### src/common/gp_pkg.sv
/*
 Shared constants for the graphics processor: command opcodes, screen geometry
 and bus widths. Every design file refers to them as gp_pkg::name.
 */
package gp_pkg;

	// command opcodes, top byte of a command word
	localparam logic [7:0] OP_STOP = 8'd0;
	localparam logic [7:0] OP_FILL = 8'd1;
	localparam logic [7:0] OP_LINE = 8'd2;

	// screen geometry, kept small so a fill is short
	localparam int SCREEN_W = 64;
	localparam int SCREEN_H = 16;

	localparam int COORD_W = 10;
	localparam int COLOR_W = 24;

	localparam int ADDR_W = 32; // byte addresses
	localparam int WORD_W = 32; // command word and stored pixel
	localparam int BLK_W = 128; // memory word

	localparam int PIX_PER_BLK = 4;
	localparam int MASK_W = 4; // one enable per pixel lane
	localparam int BLK_BYTES = 16; // stride between command blocks

	localparam int WORDS_PER_BLK = BLK_W / WORD_W;
	// word index counts one past the last word to mark an empty block
	localparam int IDX_W = $clog2(WORDS_PER_BLK) + 1;

	// bresenham error term, holds twice the largest extent plus sign
	localparam int ERR_W = COORD_W + 3;

endpackage
### src/hw/gp_top.sv
/*
 Graphics processor top level. Connects the command processor to the line
 engine and frame filler, and both engines to the write combiner.
 */
`timescale 1ns/1ps

module gp_top (
	input  logic                         clk,
	input  logic                         rst,
	input  logic                         start,
	input  logic [gp_pkg::ADDR_W-1:0]    list_addr,
	input  logic [gp_pkg::ADDR_W-1:0]    frame_base,
	output logic                         busy,
	output logic                         done,
	output logic                         cmd_rd,
	output logic [gp_pkg::ADDR_W-1:0]    cmd_rd_addr,
	input  logic                         cmd_rsp,
	input  logic [gp_pkg::BLK_W-1:0]     cmd_rsp_data,
	output logic                         mem_wr,
	output logic [gp_pkg::ADDR_W-1:0]    mem_wr_addr,
	output logic [gp_pkg::BLK_W-1:0]     mem_wr_data,
	output logic [gp_pkg::MASK_W-1:0]    mem_wr_mask
);

	logic                        line_start, fill_start;
	logic [gp_pkg::COORD_W-1:0]  x0, y0, x1, y1;
	logic [gp_pkg::COLOR_W-1:0]  color;
	logic [gp_pkg::ADDR_W-1:0]   base_addr; // frame base latched at start

	logic                        le_valid, le_done;
	logic [gp_pkg::COORD_W-1:0]  le_x, le_y;
	logic [gp_pkg::COLOR_W-1:0]  le_color;
	logic                        ff_valid, ff_done;
	logic [gp_pkg::COORD_W-1:0]  ff_x, ff_y;
	logic [gp_pkg::COLOR_W-1:0]  ff_color;

	gp_cmd_proc u_cmd (
		.clk(clk), .rst(rst), .start(start), .list_addr(list_addr),
		.frame_base(frame_base), .busy(busy), .done(done),
		.cmd_rd(cmd_rd), .cmd_rd_addr(cmd_rd_addr),
		.cmd_rsp(cmd_rsp), .cmd_rsp_data(cmd_rsp_data),
		.line_start(line_start), .fill_start(fill_start),
		.x0(x0), .y0(y0), .x1(x1), .y1(y1), .color(color),
		.line_done(le_done), .fill_done(ff_done), .base_addr(base_addr)
	);

	line_engine u_line (
		.clk(clk), .rst(rst), .line_start(line_start),
		.x0(x0), .y0(y0), .x1(x1), .y1(y1), .color(color),
		.pix_valid(le_valid), .pix_x(le_x), .pix_y(le_y),
		.pix_color(le_color), .line_done(le_done)
	);

	frame_filler u_fill (
		.clk(clk), .rst(rst), .fill_start(fill_start), .color(color),
		.pix_valid(ff_valid), .pix_x(ff_x), .pix_y(ff_y),
		.pix_color(ff_color), .fill_done(ff_done)
	);

	pixel_combiner u_comb (
		.clk(clk), .rst(rst), .frame_base(base_addr),
		.le_valid(le_valid), .le_x(le_x), .le_y(le_y),
		.le_color(le_color), .le_done(le_done),
		.ff_valid(ff_valid), .ff_x(ff_x), .ff_y(ff_y),
		.ff_color(ff_color), .ff_done(ff_done),
		.mem_wr(mem_wr), .mem_wr_addr(mem_wr_addr),
		.mem_wr_data(mem_wr_data), .mem_wr_mask(mem_wr_mask)
	);

endmodule

### src/hw/pixel_combiner.sv
/*
 Pixel write combiner. Takes pixels from either engine, keeps one open
 framebuffer block with a lane mask and writes it out when a pixel falls in
 another block or when an engine signals done.
 */
`timescale 1ns/1ps

module pixel_combiner (
	input  logic                         clk,
	input  logic                         rst,
	input  logic [gp_pkg::ADDR_W-1:0]    frame_base,
	input  logic                         le_valid,
	input  logic [gp_pkg::COORD_W-1:0]   le_x,
	input  logic [gp_pkg::COORD_W-1:0]   le_y,
	input  logic [gp_pkg::COLOR_W-1:0]   le_color,
	input  logic                         le_done,
	input  logic                         ff_valid,
	input  logic [gp_pkg::COORD_W-1:0]   ff_x,
	input  logic [gp_pkg::COORD_W-1:0]   ff_y,
	input  logic [gp_pkg::COLOR_W-1:0]   ff_color,
	input  logic                         ff_done,
	output logic                         mem_wr,
	output logic [gp_pkg::ADDR_W-1:0]    mem_wr_addr,
	output logic [gp_pkg::BLK_W-1:0]     mem_wr_data,
	output logic [gp_pkg::MASK_W-1:0]    mem_wr_mask
);

	logic                                   p_valid, p_done;
	logic [gp_pkg::COORD_W-1:0]             p_x, p_y;
	logic [gp_pkg::COLOR_W-1:0]             p_color;
	logic [gp_pkg::ADDR_W-1:0]              pix_off, pix_addr, blk_addr;
	logic [$clog2(gp_pkg::PIX_PER_BLK)-1:0] lane;
	logic                                   same_blk, wr_old;
	logic                                   open_vld, flush_pend;
	logic [gp_pkg::ADDR_W-1:0]              open_addr;
	logic [gp_pkg::BLK_W-1:0]               open_data, mrg_data;
	logic [gp_pkg::MASK_W-1:0]              open_mask, mrg_mask;

	// engines never run together, take whichever is active
	assign p_valid = le_valid | ff_valid;
	assign p_done = le_done | ff_done;
	assign p_x = le_valid ? le_x : ff_x;
	assign p_y = le_valid ? le_y : ff_y;
	assign p_color = le_valid ? le_color : ff_color;

	assign pix_off = p_y * gp_pkg::SCREEN_W + p_x;
	assign pix_addr = frame_base + (pix_off << 2);
	assign blk_addr = {pix_addr[gp_pkg::ADDR_W-1:4], 4'b0000};
	assign lane = pix_addr[3:2];

	assign same_blk = open_vld && (blk_addr == open_addr);
	assign wr_old = open_vld && !same_blk; // open block must go out first

	always_comb begin
		mrg_data = same_blk ? open_data : '0;
		mrg_mask = same_blk ? open_mask : '0;
		mrg_data[lane*gp_pkg::WORD_W +: gp_pkg::WORD_W] =
			{{(gp_pkg::WORD_W-gp_pkg::COLOR_W){1'b0}}, p_color};
		mrg_mask[lane] = 1'b1; // later pixel wins the lane
	end

	always_ff @(posedge clk) begin
		if (rst) begin
			mem_wr <= 1'b0;
			open_vld <= 1'b0;
			flush_pend <= 1'b0;
		end else begin
			mem_wr <= 1'b0;
			flush_pend <= 1'b0;
			if (flush_pend) begin
				mem_wr <= 1'b1;
				open_vld <= 1'b0;
			end else if (p_valid) begin
				mem_wr <= wr_old || p_done;
				flush_pend <= p_done && wr_old; // last pixel opened a new block
				open_vld <= !p_done || wr_old;
			end
		end
	end

	always_ff @(posedge clk) begin
		if (flush_pend) begin
			mem_wr_addr <= open_addr;
			mem_wr_data <= open_data;
			mem_wr_mask <= open_mask;
		end else if (p_valid) begin
			if (wr_old) begin
				mem_wr_addr <= open_addr;
				mem_wr_data <= open_data;
				mem_wr_mask <= open_mask;
			end else begin
				mem_wr_addr <= blk_addr;
				mem_wr_data <= mrg_data;
				mem_wr_mask <= mrg_mask;
			end
			open_addr <= blk_addr;
			open_data <= mrg_data;
			open_mask <= mrg_mask;
		end
	end

endmodule

### src/hw/frame_filler.sv
/*
 Frame filler. On fill_start it sweeps the whole screen row by row in one
 color, one pixel per cycle, and raises fill_done on the last pixel.
 */
`timescale 1ns/1ps

module frame_filler (
	input  logic                         clk,
	input  logic                         rst,
	input  logic                         fill_start,
	input  logic [gp_pkg::COLOR_W-1:0]   color,
	output logic                         pix_valid,
	output logic [gp_pkg::COORD_W-1:0]   pix_x,
	output logic [gp_pkg::COORD_W-1:0]   pix_y,
	output logic [gp_pkg::COLOR_W-1:0]   pix_color,
	output logic                         fill_done
);

	logic active;
	logic row_end;

	assign row_end = (pix_x == gp_pkg::SCREEN_W - 1);
	assign pix_valid = active;
	assign fill_done = active && row_end && (pix_y == gp_pkg::SCREEN_H - 1);

	always_ff @(posedge clk) begin
		if (rst)
			active <= 1'b0;
		else if (fill_start)
			active <= 1'b1;
		else if (fill_done)
			active <= 1'b0;
	end

	always_ff @(posedge clk) begin
		if (fill_start) begin
			pix_x <= '0;
			pix_y <= '0;
			pix_color <= color;
		end else if (active) begin
			if (row_end) begin // wrap to next row
				pix_x <= '0;
				pix_y <= pix_y + 1'b1;
			end else begin
				pix_x <= pix_x + 1'b1;
			end
		end
	end

endmodule

### src/hw/line_engine/line_engine.sv
/*
 Bresenham line engine. Latches both end points on line_start and emits one
 pixel per cycle from the start point to the end point, in any octant.
 line_done comes with the last pixel.
 */
`timescale 1ns/1ps

module line_engine (
	input  logic                         clk,
	input  logic                         rst,
	input  logic                         line_start,
	input  logic [gp_pkg::COORD_W-1:0]   x0,
	input  logic [gp_pkg::COORD_W-1:0]   y0,
	input  logic [gp_pkg::COORD_W-1:0]   x1,
	input  logic [gp_pkg::COORD_W-1:0]   y1,
	input  logic [gp_pkg::COLOR_W-1:0]   color,
	output logic                         pix_valid,
	output logic [gp_pkg::COORD_W-1:0]   pix_x,
	output logic [gp_pkg::COORD_W-1:0]   pix_y,
	output logic [gp_pkg::COLOR_W-1:0]   pix_color,
	output logic                         line_done
);

	logic                               active;
	logic [gp_pkg::COORD_W-1:0]         cx, cy; // current point
	logic [gp_pkg::COORD_W-1:0]         ex, ey; // end point
	logic                               sx_neg, sy_neg;
	logic signed [gp_pkg::ERR_W-1:0]    dx, dy; // dy held negative
	logic signed [gp_pkg::ERR_W-1:0]    err, e2, err_nx;
	logic signed [gp_pkg::ERR_W-1:0]    adx, ady;
	logic                               step_x, step_y;

	// absolute extents, zero extended
	assign adx = (x1 >= x0) ? {{(gp_pkg::ERR_W-gp_pkg::COORD_W){1'b0}}, x1 - x0}
	                        : {{(gp_pkg::ERR_W-gp_pkg::COORD_W){1'b0}}, x0 - x1};
	assign ady = (y1 >= y0) ? {{(gp_pkg::ERR_W-gp_pkg::COORD_W){1'b0}}, y1 - y0}
	                        : {{(gp_pkg::ERR_W-gp_pkg::COORD_W){1'b0}}, y0 - y1};

	assign e2 = err <<< 1;
	assign step_x = (e2 >= dy);
	assign step_y = (e2 <= dx);

	always_comb begin
		err_nx = err;
		if (step_x)
			err_nx = err_nx + dy;
		if (step_y)
			err_nx = err_nx + dx;
	end

	assign pix_valid = active;
	assign pix_x = cx;
	assign pix_y = cy;
	assign line_done = active && (cx == ex) && (cy == ey);

	always_ff @(posedge clk) begin
		if (rst)
			active <= 1'b0;
		else if (line_start)
			active <= 1'b1;
		else if (line_done)
			active <= 1'b0;
	end

	always_ff @(posedge clk) begin
		if (line_start) begin
			cx <= x0;
			cy <= y0;
			ex <= x1;
			ey <= y1;
			dx <= adx;
			dy <= -ady;
			err <= adx - ady;
			sx_neg <= (x1 < x0);
			sy_neg <= (y1 < y0);
			pix_color <= color;
		end else if (active) begin
			if (step_x)
				cx <= sx_neg ? cx - 1'b1 : cx + 1'b1;
			if (step_y)
				cy <= sy_neg ? cy - 1'b1 : cy + 1'b1;
			err <= err_nx;
		end
	end

endmodule

### src/hw/gp_cmd_proc/gp_cmd_proc.sv
/*
 Command processor. Fetches 128-bit blocks of command words from the list
 address, decodes them in order and hands line and fill jobs to the engines,
 waiting for each engine's done before moving on. Also holds the frame base.
 */
`timescale 1ns/1ps

module gp_cmd_proc (
	input  logic                         clk,
	input  logic                         rst,
	input  logic                         start,
	input  logic [gp_pkg::ADDR_W-1:0]    list_addr,
	input  logic [gp_pkg::ADDR_W-1:0]    frame_base,
	output logic                         busy,
	output logic                         done,
	output logic                         cmd_rd,
	output logic [gp_pkg::ADDR_W-1:0]    cmd_rd_addr,
	input  logic                         cmd_rsp,
	input  logic [gp_pkg::BLK_W-1:0]     cmd_rsp_data,
	output logic                         line_start,
	output logic                         fill_start,
	output logic [gp_pkg::COORD_W-1:0]   x0,
	output logic [gp_pkg::COORD_W-1:0]   y0,
	output logic [gp_pkg::COORD_W-1:0]   x1,
	output logic [gp_pkg::COORD_W-1:0]   y1,
	output logic [gp_pkg::COLOR_W-1:0]   color,
	input  logic                         line_done,
	input  logic                         fill_done,
	output logic [gp_pkg::ADDR_W-1:0]    base_addr
);

	typedef enum logic [2:0] {
		S_IDLE,
		S_FETCH,
		S_WAIT,
		S_DECODE,
		S_GATHER,
		S_RUN
	} state_t;

	state_t state, ret_state; // ret_state is where a fetch returns to

	logic [gp_pkg::BLK_W-1:0]   block;
	logic [gp_pkg::IDX_W-1:0]   idx;
	logic [gp_pkg::ADDR_W-1:0]  fetch_addr;
	logic [gp_pkg::WORD_W-1:0]  word;
	logic [7:0]                 op;
	logic                       pt_sel; // 0 start point, 1 end point
	logic                       stop_seen;
	logic                       blk_last;
	logic                       start_ok;

	assign word = block[idx[gp_pkg::IDX_W-2:0]*gp_pkg::WORD_W +: gp_pkg::WORD_W];
	assign op = word[gp_pkg::WORD_W-1 -: 8];
	assign blk_last = (idx == gp_pkg::WORDS_PER_BLK - 1);
	assign start_ok = (state == S_IDLE) && start && !busy;

	assign cmd_rd = (state == S_FETCH);
	assign cmd_rd_addr = fetch_addr;

	always_ff @(posedge clk) begin
		if (rst) begin
			state <= S_IDLE;
			ret_state <= S_DECODE;
			idx <= '0;
			pt_sel <= 1'b0;
			busy <= 1'b0;
			done <= 1'b0;
			stop_seen <= 1'b0;
			line_start <= 1'b0;
			fill_start <= 1'b0;
		end else begin
			line_start <= 1'b0;
			fill_start <= 1'b0;
			stop_seen <= 1'b0;
			done <= stop_seen; // one spare cycle so the combiner drains
			if (done)
				busy <= 1'b0;

			case (state)
				S_IDLE: begin
					if (start_ok) begin
						busy <= 1'b1;
						ret_state <= S_DECODE;
						state <= S_FETCH;
					end
				end
				S_FETCH: state <= S_WAIT; // single read strobe
				S_WAIT: begin
					if (cmd_rsp) begin
						idx <= '0;
						state <= ret_state;
					end
				end
				S_DECODE: begin
					if (op == gp_pkg::OP_STOP) begin
						stop_seen <= 1'b1;
						state <= S_IDLE;
					end else begin
						idx <= idx + 1'b1;
						if (op == gp_pkg::OP_FILL) begin
							fill_start <= 1'b1;
							state <= S_RUN;
						end else if (op == gp_pkg::OP_LINE) begin
							pt_sel <= 1'b0;
							ret_state <= S_GATHER;
							state <= blk_last ? S_FETCH : S_GATHER;
						end else begin
							// unknown opcode, skip the word
							ret_state <= S_DECODE;
							state <= blk_last ? S_FETCH : S_DECODE;
						end
					end
				end
				S_GATHER: begin
					idx <= idx + 1'b1;
					pt_sel <= 1'b1;
					if (pt_sel) begin
						line_start <= 1'b1; // end point latched this cycle
						state <= S_RUN;
					end else begin
						state <= blk_last ? S_FETCH : S_GATHER;
					end
				end
				S_RUN: begin
					if (line_done || fill_done) begin
						ret_state <= S_DECODE;
						state <= (idx == gp_pkg::WORDS_PER_BLK) ? S_FETCH : S_DECODE;
					end
				end
				default: state <= S_IDLE;
			endcase
		end
	end

	// addresses, block buffer and engine arguments
	always_ff @(posedge clk) begin
		if (start_ok) begin
			fetch_addr <= list_addr;
			base_addr <= frame_base;
		end else if (state == S_FETCH) begin
			fetch_addr <= fetch_addr + gp_pkg::BLK_BYTES; // point at next block
		end
		if (state == S_WAIT && cmd_rsp)
			block <= cmd_rsp_data;
		if (state == S_DECODE && (op == gp_pkg::OP_FILL || op == gp_pkg::OP_LINE))
			color <= word[gp_pkg::COLOR_W-1:0];
		if (state == S_GATHER) begin
			if (pt_sel) begin
				x1 <= word[25:16];
				y1 <= word[9:0];
			end else begin
				x0 <= word[25:16];
				y0 <= word[9:0];
			end
		end
	end

endmodule

### config.mk
export PLATFORM = sky130hd
export DESIGN_NAME = gp_top
export DESIGN_NICKNAME = d
export VERILOG_FILES = /design/src/common/gp_pkg.sv /design/src/hw/gp_top.sv /design/src/hw/pixel_combiner.sv /design/src/hw/frame_filler.sv /design/src/hw/line_engine/line_engine.sv /design/src/hw/gp_cmd_proc/gp_cmd_proc.sv
export SDC_FILE = /design/constraint.sdc
export NUM_CORES = 1
export LEC_CHECK = 0
export BUFFER_PORTS_ARGS = -buffer_cell sky130_fd_sc_hd__buf_4
export CAP_MARGIN = 10
export CORE_MARGIN = 4
export CORE_UTILIZATION = 40
export DETAILED_ROUTE_END_ITERATION = 6
export MAX_ROUTING_LAYER = met4
export SETUP_SLACK_MARGIN = 0.15
export SLEW_MARGIN = 20
export SYNTH_ARGS = -nofsm -noshare
export SYNTH_HDL_FRONTEND = slang
export SYNTH_HIERARCHICAL = 1
export SYNTH_SLANG_ARGS = --single-unit
### constraint.sdc
create_clock -name clk -period 10.7 [get_ports clk]
set_input_delay 1.605 -clock clk [delete_from_list [all_inputs] [get_ports clk]]
set_output_delay 1.605 -clock clk [all_outputs]
set_load 0.05 [all_outputs]
==> results.sh, run 1 <==
export IMPL_via_count=24696
export IMPL_timing_final_setup_violations=0
export IMPL_leakagePower_uw=0.01584
export IMPL_worstPathCellList="buf_4 -> mux2_2 -> ha_1 -> fa_1 -> a21o_1 -> a21oi_1 -> nor3_1 -> nand2_1 -> nor2_1 -> ha_1 -> nand2_2 -> or4_1 -> nand2_1 -> o21ai_1 -> or4b_1 -> nor4_1 -> or4b_1 -> o41a_2 -> buf_4 -> mux2_4"
export IMPL_design_final_nets=3677
export IMPL_regArea_sq_mm=0.02178
export IMPL_report_final_slew_viol_count=0
export IMPL_floorplan_initialDensity_pct=40.30
export IMPL_ant_nets=0
export IMPL_worst_skew_pair_late_latency_ns=0.63
export IMPL_setup_worst_path_start="u_line/pix_valid$_SDFFE_PP0P_"
export IMPL_place_hpwl_mm=67.38
export IMPL_drt_vias_per_instance=5.392
export IMPL_hold_path_startpoint="u_cmd/color[10]$_DFFE_PP_"
export IMPL_busiest_layer_in_global_routing="met2"
export IMPL_io_buffer_count=389
export IMPL_power_density_cell_area_mw_per_mm2=175.9
export IMPL_place_congestion=0.9074
export IMPL_whs_endpoint="u_fill/pix_color[10]$_DFFE_PP_"
export IMPL_post_cts_repair_setup_buffers=0
export IMPL_worstMarginPinSlew_ns=1.075
export IMPL_drv_cap=0
export IMPL_slowest_delay_ns=0.93
export IMPL_worstPathRequired_ns=11.08
export IMPL_antenna_found_initial=2
export IMPL_regToRegEndpoint="u_comb/mem_wr_addr[19]$_DFFE_PP_"
export IMPL_die_h_um=311.9
export IMPL_io_pins=396
export IMPL_reg2regPathDepth=20
export IMPL_timing_critical_path_arrival_ns=8.34
export IMPL_gr_usage_all_layers_pct=19.87
export IMPL_groute_layer_met2_usage_pct=30.91
export IMPL_final_min_clock_period_ns=7.959
export IMPL_setup_repair_after_global_routing_missed_its_margin="false"
export IMPL_drt_initial_drc_count=2024
export IMPL_clk_pin_slew_ns=0.06
export IMPL_finClkSkew_ns=0.02211
export IMPL_grt_util_met1_pct=26.52
export IMPL_clock_tree_from_tritoncts="built"
export IMPL_worst_hold_depth=0
export IMPL_worstPathMaxFanout=35
export IMPL_multiInputGateArea_sq_mm=0.01394
export IMPL_fmaxAchievable_ghz=0.1256
export IMPL_dieArea_sq_mm=0.09729
export IMPL_worst_setup_path_start_kind="register"
export IMPL_postCtsResizedCells=0
export IMPL_post_synth_cell_area_avg_sq_um=12.50
export IMPL_ys_warnings_count=6
export IMPL_floorplan_rows=111
export IMPL_regToRegSetupSlack_ns=2.74
export IMPL_grt_met3_usage_pct=4.077
export IMPL_cts_root_buf="sky130_fd_sc_hd__clkbuf_16"
export IMPL_finalHoldWorstSlack_ns=0.4325
export IMPL_route_detailed_drc=0
export IMPL_path_delay_family="simple AND/OR/NAND/NOR gates"
export IMPL_hp_class="register to register"
export IMPL_crit_buf_inv=2
export IMPL_cts_sinks=738
export IMPL_relSlewSlack_pct=27.82
export IMPL_grt_pass1_vias=24707
export IMPL_synth_cell_area_sq_mm=0.03694
export IMPL_total_overflow_reported_by_the_global_router=0
export IMPL_run_status="finished clean"
export IMPL_core_region_area_sq_mm=0.09166
export IMPL_worstSetupEndpointType="register"
export IMPL_largest_net_degree_at_the_start_of_global_routing=107
export IMPL_critical_path_reg2reg_startpoint="u_line/pix_valid$_SDFFE_PP0P_"
export IMPL_netlist_instances=2956
export IMPL_drive_above_1_share_pct=21.22
export IMPL_post_drt_wl_per_cell_um=20.92
export IMPL_tns_ns=0
export IMPL_layout_worst_path_cycle_share_pct=74.38
export IMPL_peakVddDrop_mv=0.1952
export IMPL_drt_pre_antenna_iters=6
export IMPL_grt_pass1_wl_mm=147.3
export IMPL_clock_path_buffers=3
export IMPL_critical_path_slowest_cell="sky130_fd_sc_hd__dfxtp_2"
export IMPL_cts_made_buffers=82
export IMPL_syn2layout_area_growth_pct=18.42
export IMPL_timing_hold_violations_final=0
export IMPL_postRouteWirelength_mm=95.80
export IMPL_worstSetupPathType="register to register"
export IMPL_htree_num_levels=3
export IMPL_dieWidth_um=311.9
export IMPL_cts_hold_buffers=0
export IMPL_final_fill_count=8165
## power breakdown
group / leakage, uW / switching (uW) / total, uW / internal [uW]
sequential: 0.00668 / 151 / 3570 / 3420
clock: 0.00138 / 1180 / 2950 / 1770
combinational: 0.00778 / 766 / 1180 / 410
total: 0.0158 / 2100 / 7700 / 5600
## per-layer routing
layer | routed length, um | share of wire [%]
met1 | 42510 | 44
met2 | 44480 | 46
met3 | 6115 | 6.4
met4 | 2693 | 2.8
met5 | 0 | 0
## cell type report
cell class | instances | share of cell area, %
Clock inverter | 47 | 1.367
Inverter | 141 | 1.213
Sequential cell | 738 | 49.78
Clock buffer | 104 | 5.065
Tap cell | 1186 | 3.392
Antenna cell | 1 | 0.005720
Multi-Input combinational cell | 1938 | 31.87
Timing Repair Buffer | 425 | 7.301
## metrics by stage
| step | worst slack [ns] | area (sq um) | utilization [%] | total power, uW | cells |
|---|---|---|---|---|---|
| 6_report | 2.741 | 43750 | 47.73 | 7695 | 4580 |
| 5_1_grt | 2.195 | 43750 | 47.73 | 8018 | 4580 |
| 4_1_cts | 2.707 | 43740 | 47.71 | 7788 | 4579 |
| 3_5_place_dp | 2.727 | 40920 | 44.64 | 4808 | 4428 |
| 3_3_place_gp | 2.753 | 40920 | 44.64 | 4798 | 4428 |
| 2_1_floorplan | 2.324 | 36960 | - | 4401 | 2959 |
## worst reg2reg max path: stages, from the launching register on
cell and delay [ns]:
sky130_fd_sc_hd__dfxtp_2 0.93, sky130_fd_sc_hd__buf_4 0.47, sky130_fd_sc_hd__mux2_2 0.41, sky130_fd_sc_hd__ha_1 0.23, sky130_fd_sc_hd__fa_1 0.41, sky130_fd_sc_hd__a21o_1 0.18, sky130_fd_sc_hd__a21oi_1 0.22, sky130_fd_sc_hd__nor3_1 0.12
sky130_fd_sc_hd__nand2_1 0.11, sky130_fd_sc_hd__nor2_1 0.09, sky130_fd_sc_hd__ha_1 0.48, sky130_fd_sc_hd__nand2_2 0.14, sky130_fd_sc_hd__or4_1 0.68, sky130_fd_sc_hd__nand2_1 0.14, sky130_fd_sc_hd__o21ai_1 0.06, sky130_fd_sc_hd__or4b_1 0.52
sky130_fd_sc_hd__nor4_1 0.23, sky130_fd_sc_hd__or4b_1 0.65, sky130_fd_sc_hd__o41a_2 0.86, sky130_fd_sc_hd__buf_4 0.41, sky130_fd_sc_hd__mux2_4 0.38
## state kept, by name (all words and copies together) (netlist names), 13 cells and up
register	flops
u_cmd/base_addr	30
u_cmd/block	128
u_cmd/cmd_rd_addr	32
u_cmd/color	24
u_comb/mem_wr_addr	28
u_comb/mem_wr_data	128
u_comb/open_addr	28
u_comb/open_data	128
u_fill/pix_color	24
u_line/dy	13
u_line/pix_color	24
## layout by cell type, fill, tap and decap left out, drive strengths merged, types with 81 or more instances in the layout
cell type	count
xor2	81
inv	148
clkbuf	104
edfxtp	699
xnor2	84
o21ai	217
nand2	346
buf	425
ha	144
nor2	119
a21oi	104
o2bb2ai	97
## worst max-delay path by stage
stage	end	slack (ns)	cells past startpoint
2_1_floorplan	u_comb/open_addr[10]$_DFFE_PP_	2.32	4
3_3_place_gp	u_comb/mem_wr_addr[8]$_DFFE_PP_	2.75	20
3_5_place_dp	u_comb/mem_wr_addr[19]$_DFFE_PP_	2.73	20
4_1_cts	u_comb/mem_wr_addr[19]$_DFFE_PP_	2.71	20
5_1_grt	u_comb/mem_wr_addr[19]$_DFFE_PP_	2.20	20
6_report	u_comb/mem_wr_addr[19]$_DFFE_PP_	2.74	20
Power figures use the tool's default switching activity.
==> inputs of run 2 (changes only) <==
Clock period 10.7 ns to 7.38 ns, I/O delays scaled along.
==> run 2 against run 1 <==
Compared with the run above: hold slack gained 0.012 ns; register-to-register slack worse by 2.1 ns; non-clock buffer count rose by 7; final cell count is 0.13% higher; total power is 42% higher; via count rose by 0.32%; clock skew up 0.0020 ns; sequential cell count is the same; routed wire length up 0.51%; sequential share of layout area rose by 0.097 points; worst setup slack worse by 2.1 ns; sequential power rose by 45%.
==> results.sh, run 2 (synthesized netlist as in run 1, its figures left out) <==
export IMPL_run_status="finished clean"
export IMPL_final_cell_area_sq_mm=0.04366
export IMPL_stdcell_count=4586
export IMPL_clk_pin_slew_ns=0.06
export IMPL_regArea_sq_mm=0.02178
export IMPL_largest_net_degree_at_the_start_of_global_routing=108
export IMPL_clock_tree_from_tritoncts="built"
export IMPL_die_h_um=311.9
export IMPL_ant_nets=0
export IMPL_total_overflow_reported_by_the_global_router=0
export IMPL_slowest_delay_ns=0.70
export IMPL_syn2layout_area_growth_pct=18.19
export IMPL_cts_made_buffers=84
export IMPL_multiInputGateArea_sq_mm=0.01394
export IMPL_post_dp_cell_area_sq_mm=0.04099
export IMPL_regToRegSetupSlack_ns=0.60
export IMPL_grt_pass1_vias=24425
export IMPL_tns_ns=0
export IMPL_placed_cells_incl_taps=4433
export IMPL_postRouteWirelength_mm=96.29
export IMPL_timing_critical_path_arrival_ns=7.24
export IMPL_final_min_clock_period_ns=6.783
export IMPL_route_detailed_drc=0
export IMPL_worstPathCellList="buf_4 -> mux2_2 -> ha_1 -> a21o_1 -> a21oi_1 -> nor2b_1 -> o21bai_1 -> nor2_1 -> nand2_1 -> xor2_1 -> ha_1 -> nand2_2 -> or4_1 -> nand2_1 -> o21ai_1 -> or4b_1 -> nor4_1 -> or4b_1 -> or4_2 -> buf_12 -> o21ai_0"
export IMPL_core_region_area_sq_mm=0.09166
export IMPL_io_pins=396
export IMPL_drive_above_1_share_pct=21.04
export IMPL_critical_path_slowest_cell="sky130_fd_sc_hd__or4_2"
export IMPL_place_hpwl_mm=67.18
export IMPL_layout_worst_path_cycle_share_pct=91.91
export IMPL_clock_path_buffers=3
export IMPL_design_final_nets=3686
export IMPL_regToRegEndpoint="u_comb/open_data[47]$_DFFE_PP_"
export IMPL_floorplan_rows=111
export IMPL_whs_endpoint="u_fill/pix_color[10]$_DFFE_PP_"
export IMPL_worst_setup_path_start_kind="register"
export IMPL_htree_num_levels=3
export IMPL_grt_pass1_wl_mm=146.0
export IMPL_gr_usage_all_layers_pct=19.78
export IMPL_dieWidth_um=311.9
export IMPL_hold_path_startpoint="u_cmd/color[10]$_DFFE_PP_"
export IMPL_dieArea_sq_mm=0.09729
export IMPL_drv_cap=0
export IMPL_relSlewSlack_pct=28.19
export IMPL_timing_hold_violations_final=0
export IMPL_power_density_cell_area_mw_per_mm2=249.5
export IMPL_reg2regPathDepth=21
export IMPL_drt_initial_drc_count=2116
export IMPL_via_count=24775
export IMPL_worstSetupPathType="register to register"
export IMPL_worstPathMaxFanout=107
export IMPL_worst_hold_depth=0
export IMPL_timing_final_setup_violations=0
export IMPL_layout_commonest_cell="sky130_fd_sc_hd__edfxtp_1"
export IMPL_place_congestion=0.8954
export IMPL_cts_root_buf="sky130_fd_sc_hd__clkbuf_16"
export IMPL_layout_cells_most_common_list="sky130_fd_sc_hd__edfxtp_1, sky130_fd_sc_hd__buf_4, sky130_fd_sc_hd__nand2_1"
export IMPL_cts_sinks=738
export IMPL_floorplan_initialDensity_pct=40.30
export IMPL_io_buffer_count=389
export IMPL_top_regs="u_cmd/block x128, u_comb/mem_wr_data x128, u_comb/open_data x128"
export IMPL_cts_hold_buffers=0
export IMPL_worstMarginPinSlew_ns=1.077
export IMPL_peakVddDrop_mv=0.3000
export IMPL_critical_path_reg2reg_startpoint="u_line/pix_valid$_SDFFE_PP0P_"
export IMPL_drt_pre_antenna_iters=6
export IMPL_post_cts_repair_setup_buffers=0
export IMPL_leakagePower_uw=0.01579
export IMPL_fmaxAchievable_ghz=0.1474
export IMPL_hp_class="register to register"
export IMPL_worstPathRequired_ns=7.84
export IMPL_finClkSkew_ns=0.02412
export IMPL_drt_vias_per_instance=5.402
export IMPL_final_fill_count=8265
export IMPL_antenna_found_initial=0
export IMPL_post_drt_wl_per_cell_um=21.00
export IMPL_postCtsResizedCells=0
export IMPL_worst_skew_pair_late_latency_ns=0.65
export IMPL_worstSetupEndpointType="register"
export IMPL_report_final_slew_viol_count=0
export IMPL_setup_repair_after_global_routing_missed_its_margin="false"
run 2: area by class of cell:
type	instances	area share [%]
clock buffer	106	5.221
antenna	1	0.005731
timing repair buffer	432	7.559
sequential	738	49.88
multi-input combinational	1938	31.93
tap	1186	3.398
inverter	141	1.212
clock inverter	44	0.7909
run 2: metal layers:
metal | wire length [um] | vias to the layer above | GRT usage (%)
li1 | - | 11838 | -
met1 | 42380 | 11961 | 26.17
met2 | 44990 | 825 | 30.86
met3 | 6413 | 151 | 4.363
met4 | 2505 | 0 | 5.609
met5 | 0 | - | -
run 2: worst max-delay path: cells and delay by family, from the launching register on:
family                   cells  cell delay, ns
AND/OR/NAND/NOR             10            3.31
AO/OA/AOI/OAI                5            0.97
adder cells (fa/ha/maj)      2            0.60
buffers and inverters        2            0.50
flip-flops                   1            0.44
multiplexers                 1            0.39
XOR/XNOR                     1            0.27
run 2: how the worst max path moves through the flow:
stage / from / endpoint / slack [ns] / cells after the start
6_report: u_line/pix_valid$_SDFFE_PP0P_ / u_comb/open_data[47]$_DFFE_PP_ / 0.60 / 21
2_1_floorplan: u_line/pix_valid$_SDFFE_PP0P_ / u_comb/mem_wr_addr[19]$_DFFE_PP_ / 0.99 / 25
3_5_place_dp: u_line/pix_valid$_SDFFE_PP0P_ / u_comb/mem_wr_addr[27]$_DFFE_PP_ / 0.63 / 21
5_1_grt: u_line/pix_valid$_SDFFE_PP0P_ / u_comb/mem_wr_addr[27]$_DFFE_PP_ / 0.26 / 21
3_3_place_gp: u_line/pix_valid$_SDFFE_PP0P_ / u_comb/mem_wr_addr[21]$_DFFE_PP_ / 0.67 / 21
4_1_cts: u_line/pix_valid$_SDFFE_PP0P_ / u_comb/mem_wr_addr[27]$_DFFE_PP_ / 0.63 / 21
run 2: stage by stage:
stage                     hold slack, ns  total power (uW)  util [%]  worst slack, ns
after floorplan                   0.4138              6381         -           0.9853
final                             0.4448             10890     47.64           0.5969
after global placement            0.4229              6952     44.71           0.6746
after detailed placement          0.4311              6970     44.72           0.6348
after CTS                         0.4462             11010     47.58           0.6299
after global routing              0.4571             11360     47.63           0.2586
run 2: power breakdown:
| part | internal [uW] | leakage (uW) | total (uW) | switching [uW] |
|---|---|---|---|---|
| clock network | 2330 | 0.00128 | 4010 | 1680 |
| registers | 4960 | 0.00668 | 5180 | 219 |
| logic | 598 | 0.00783 | 1710 | 1110 |
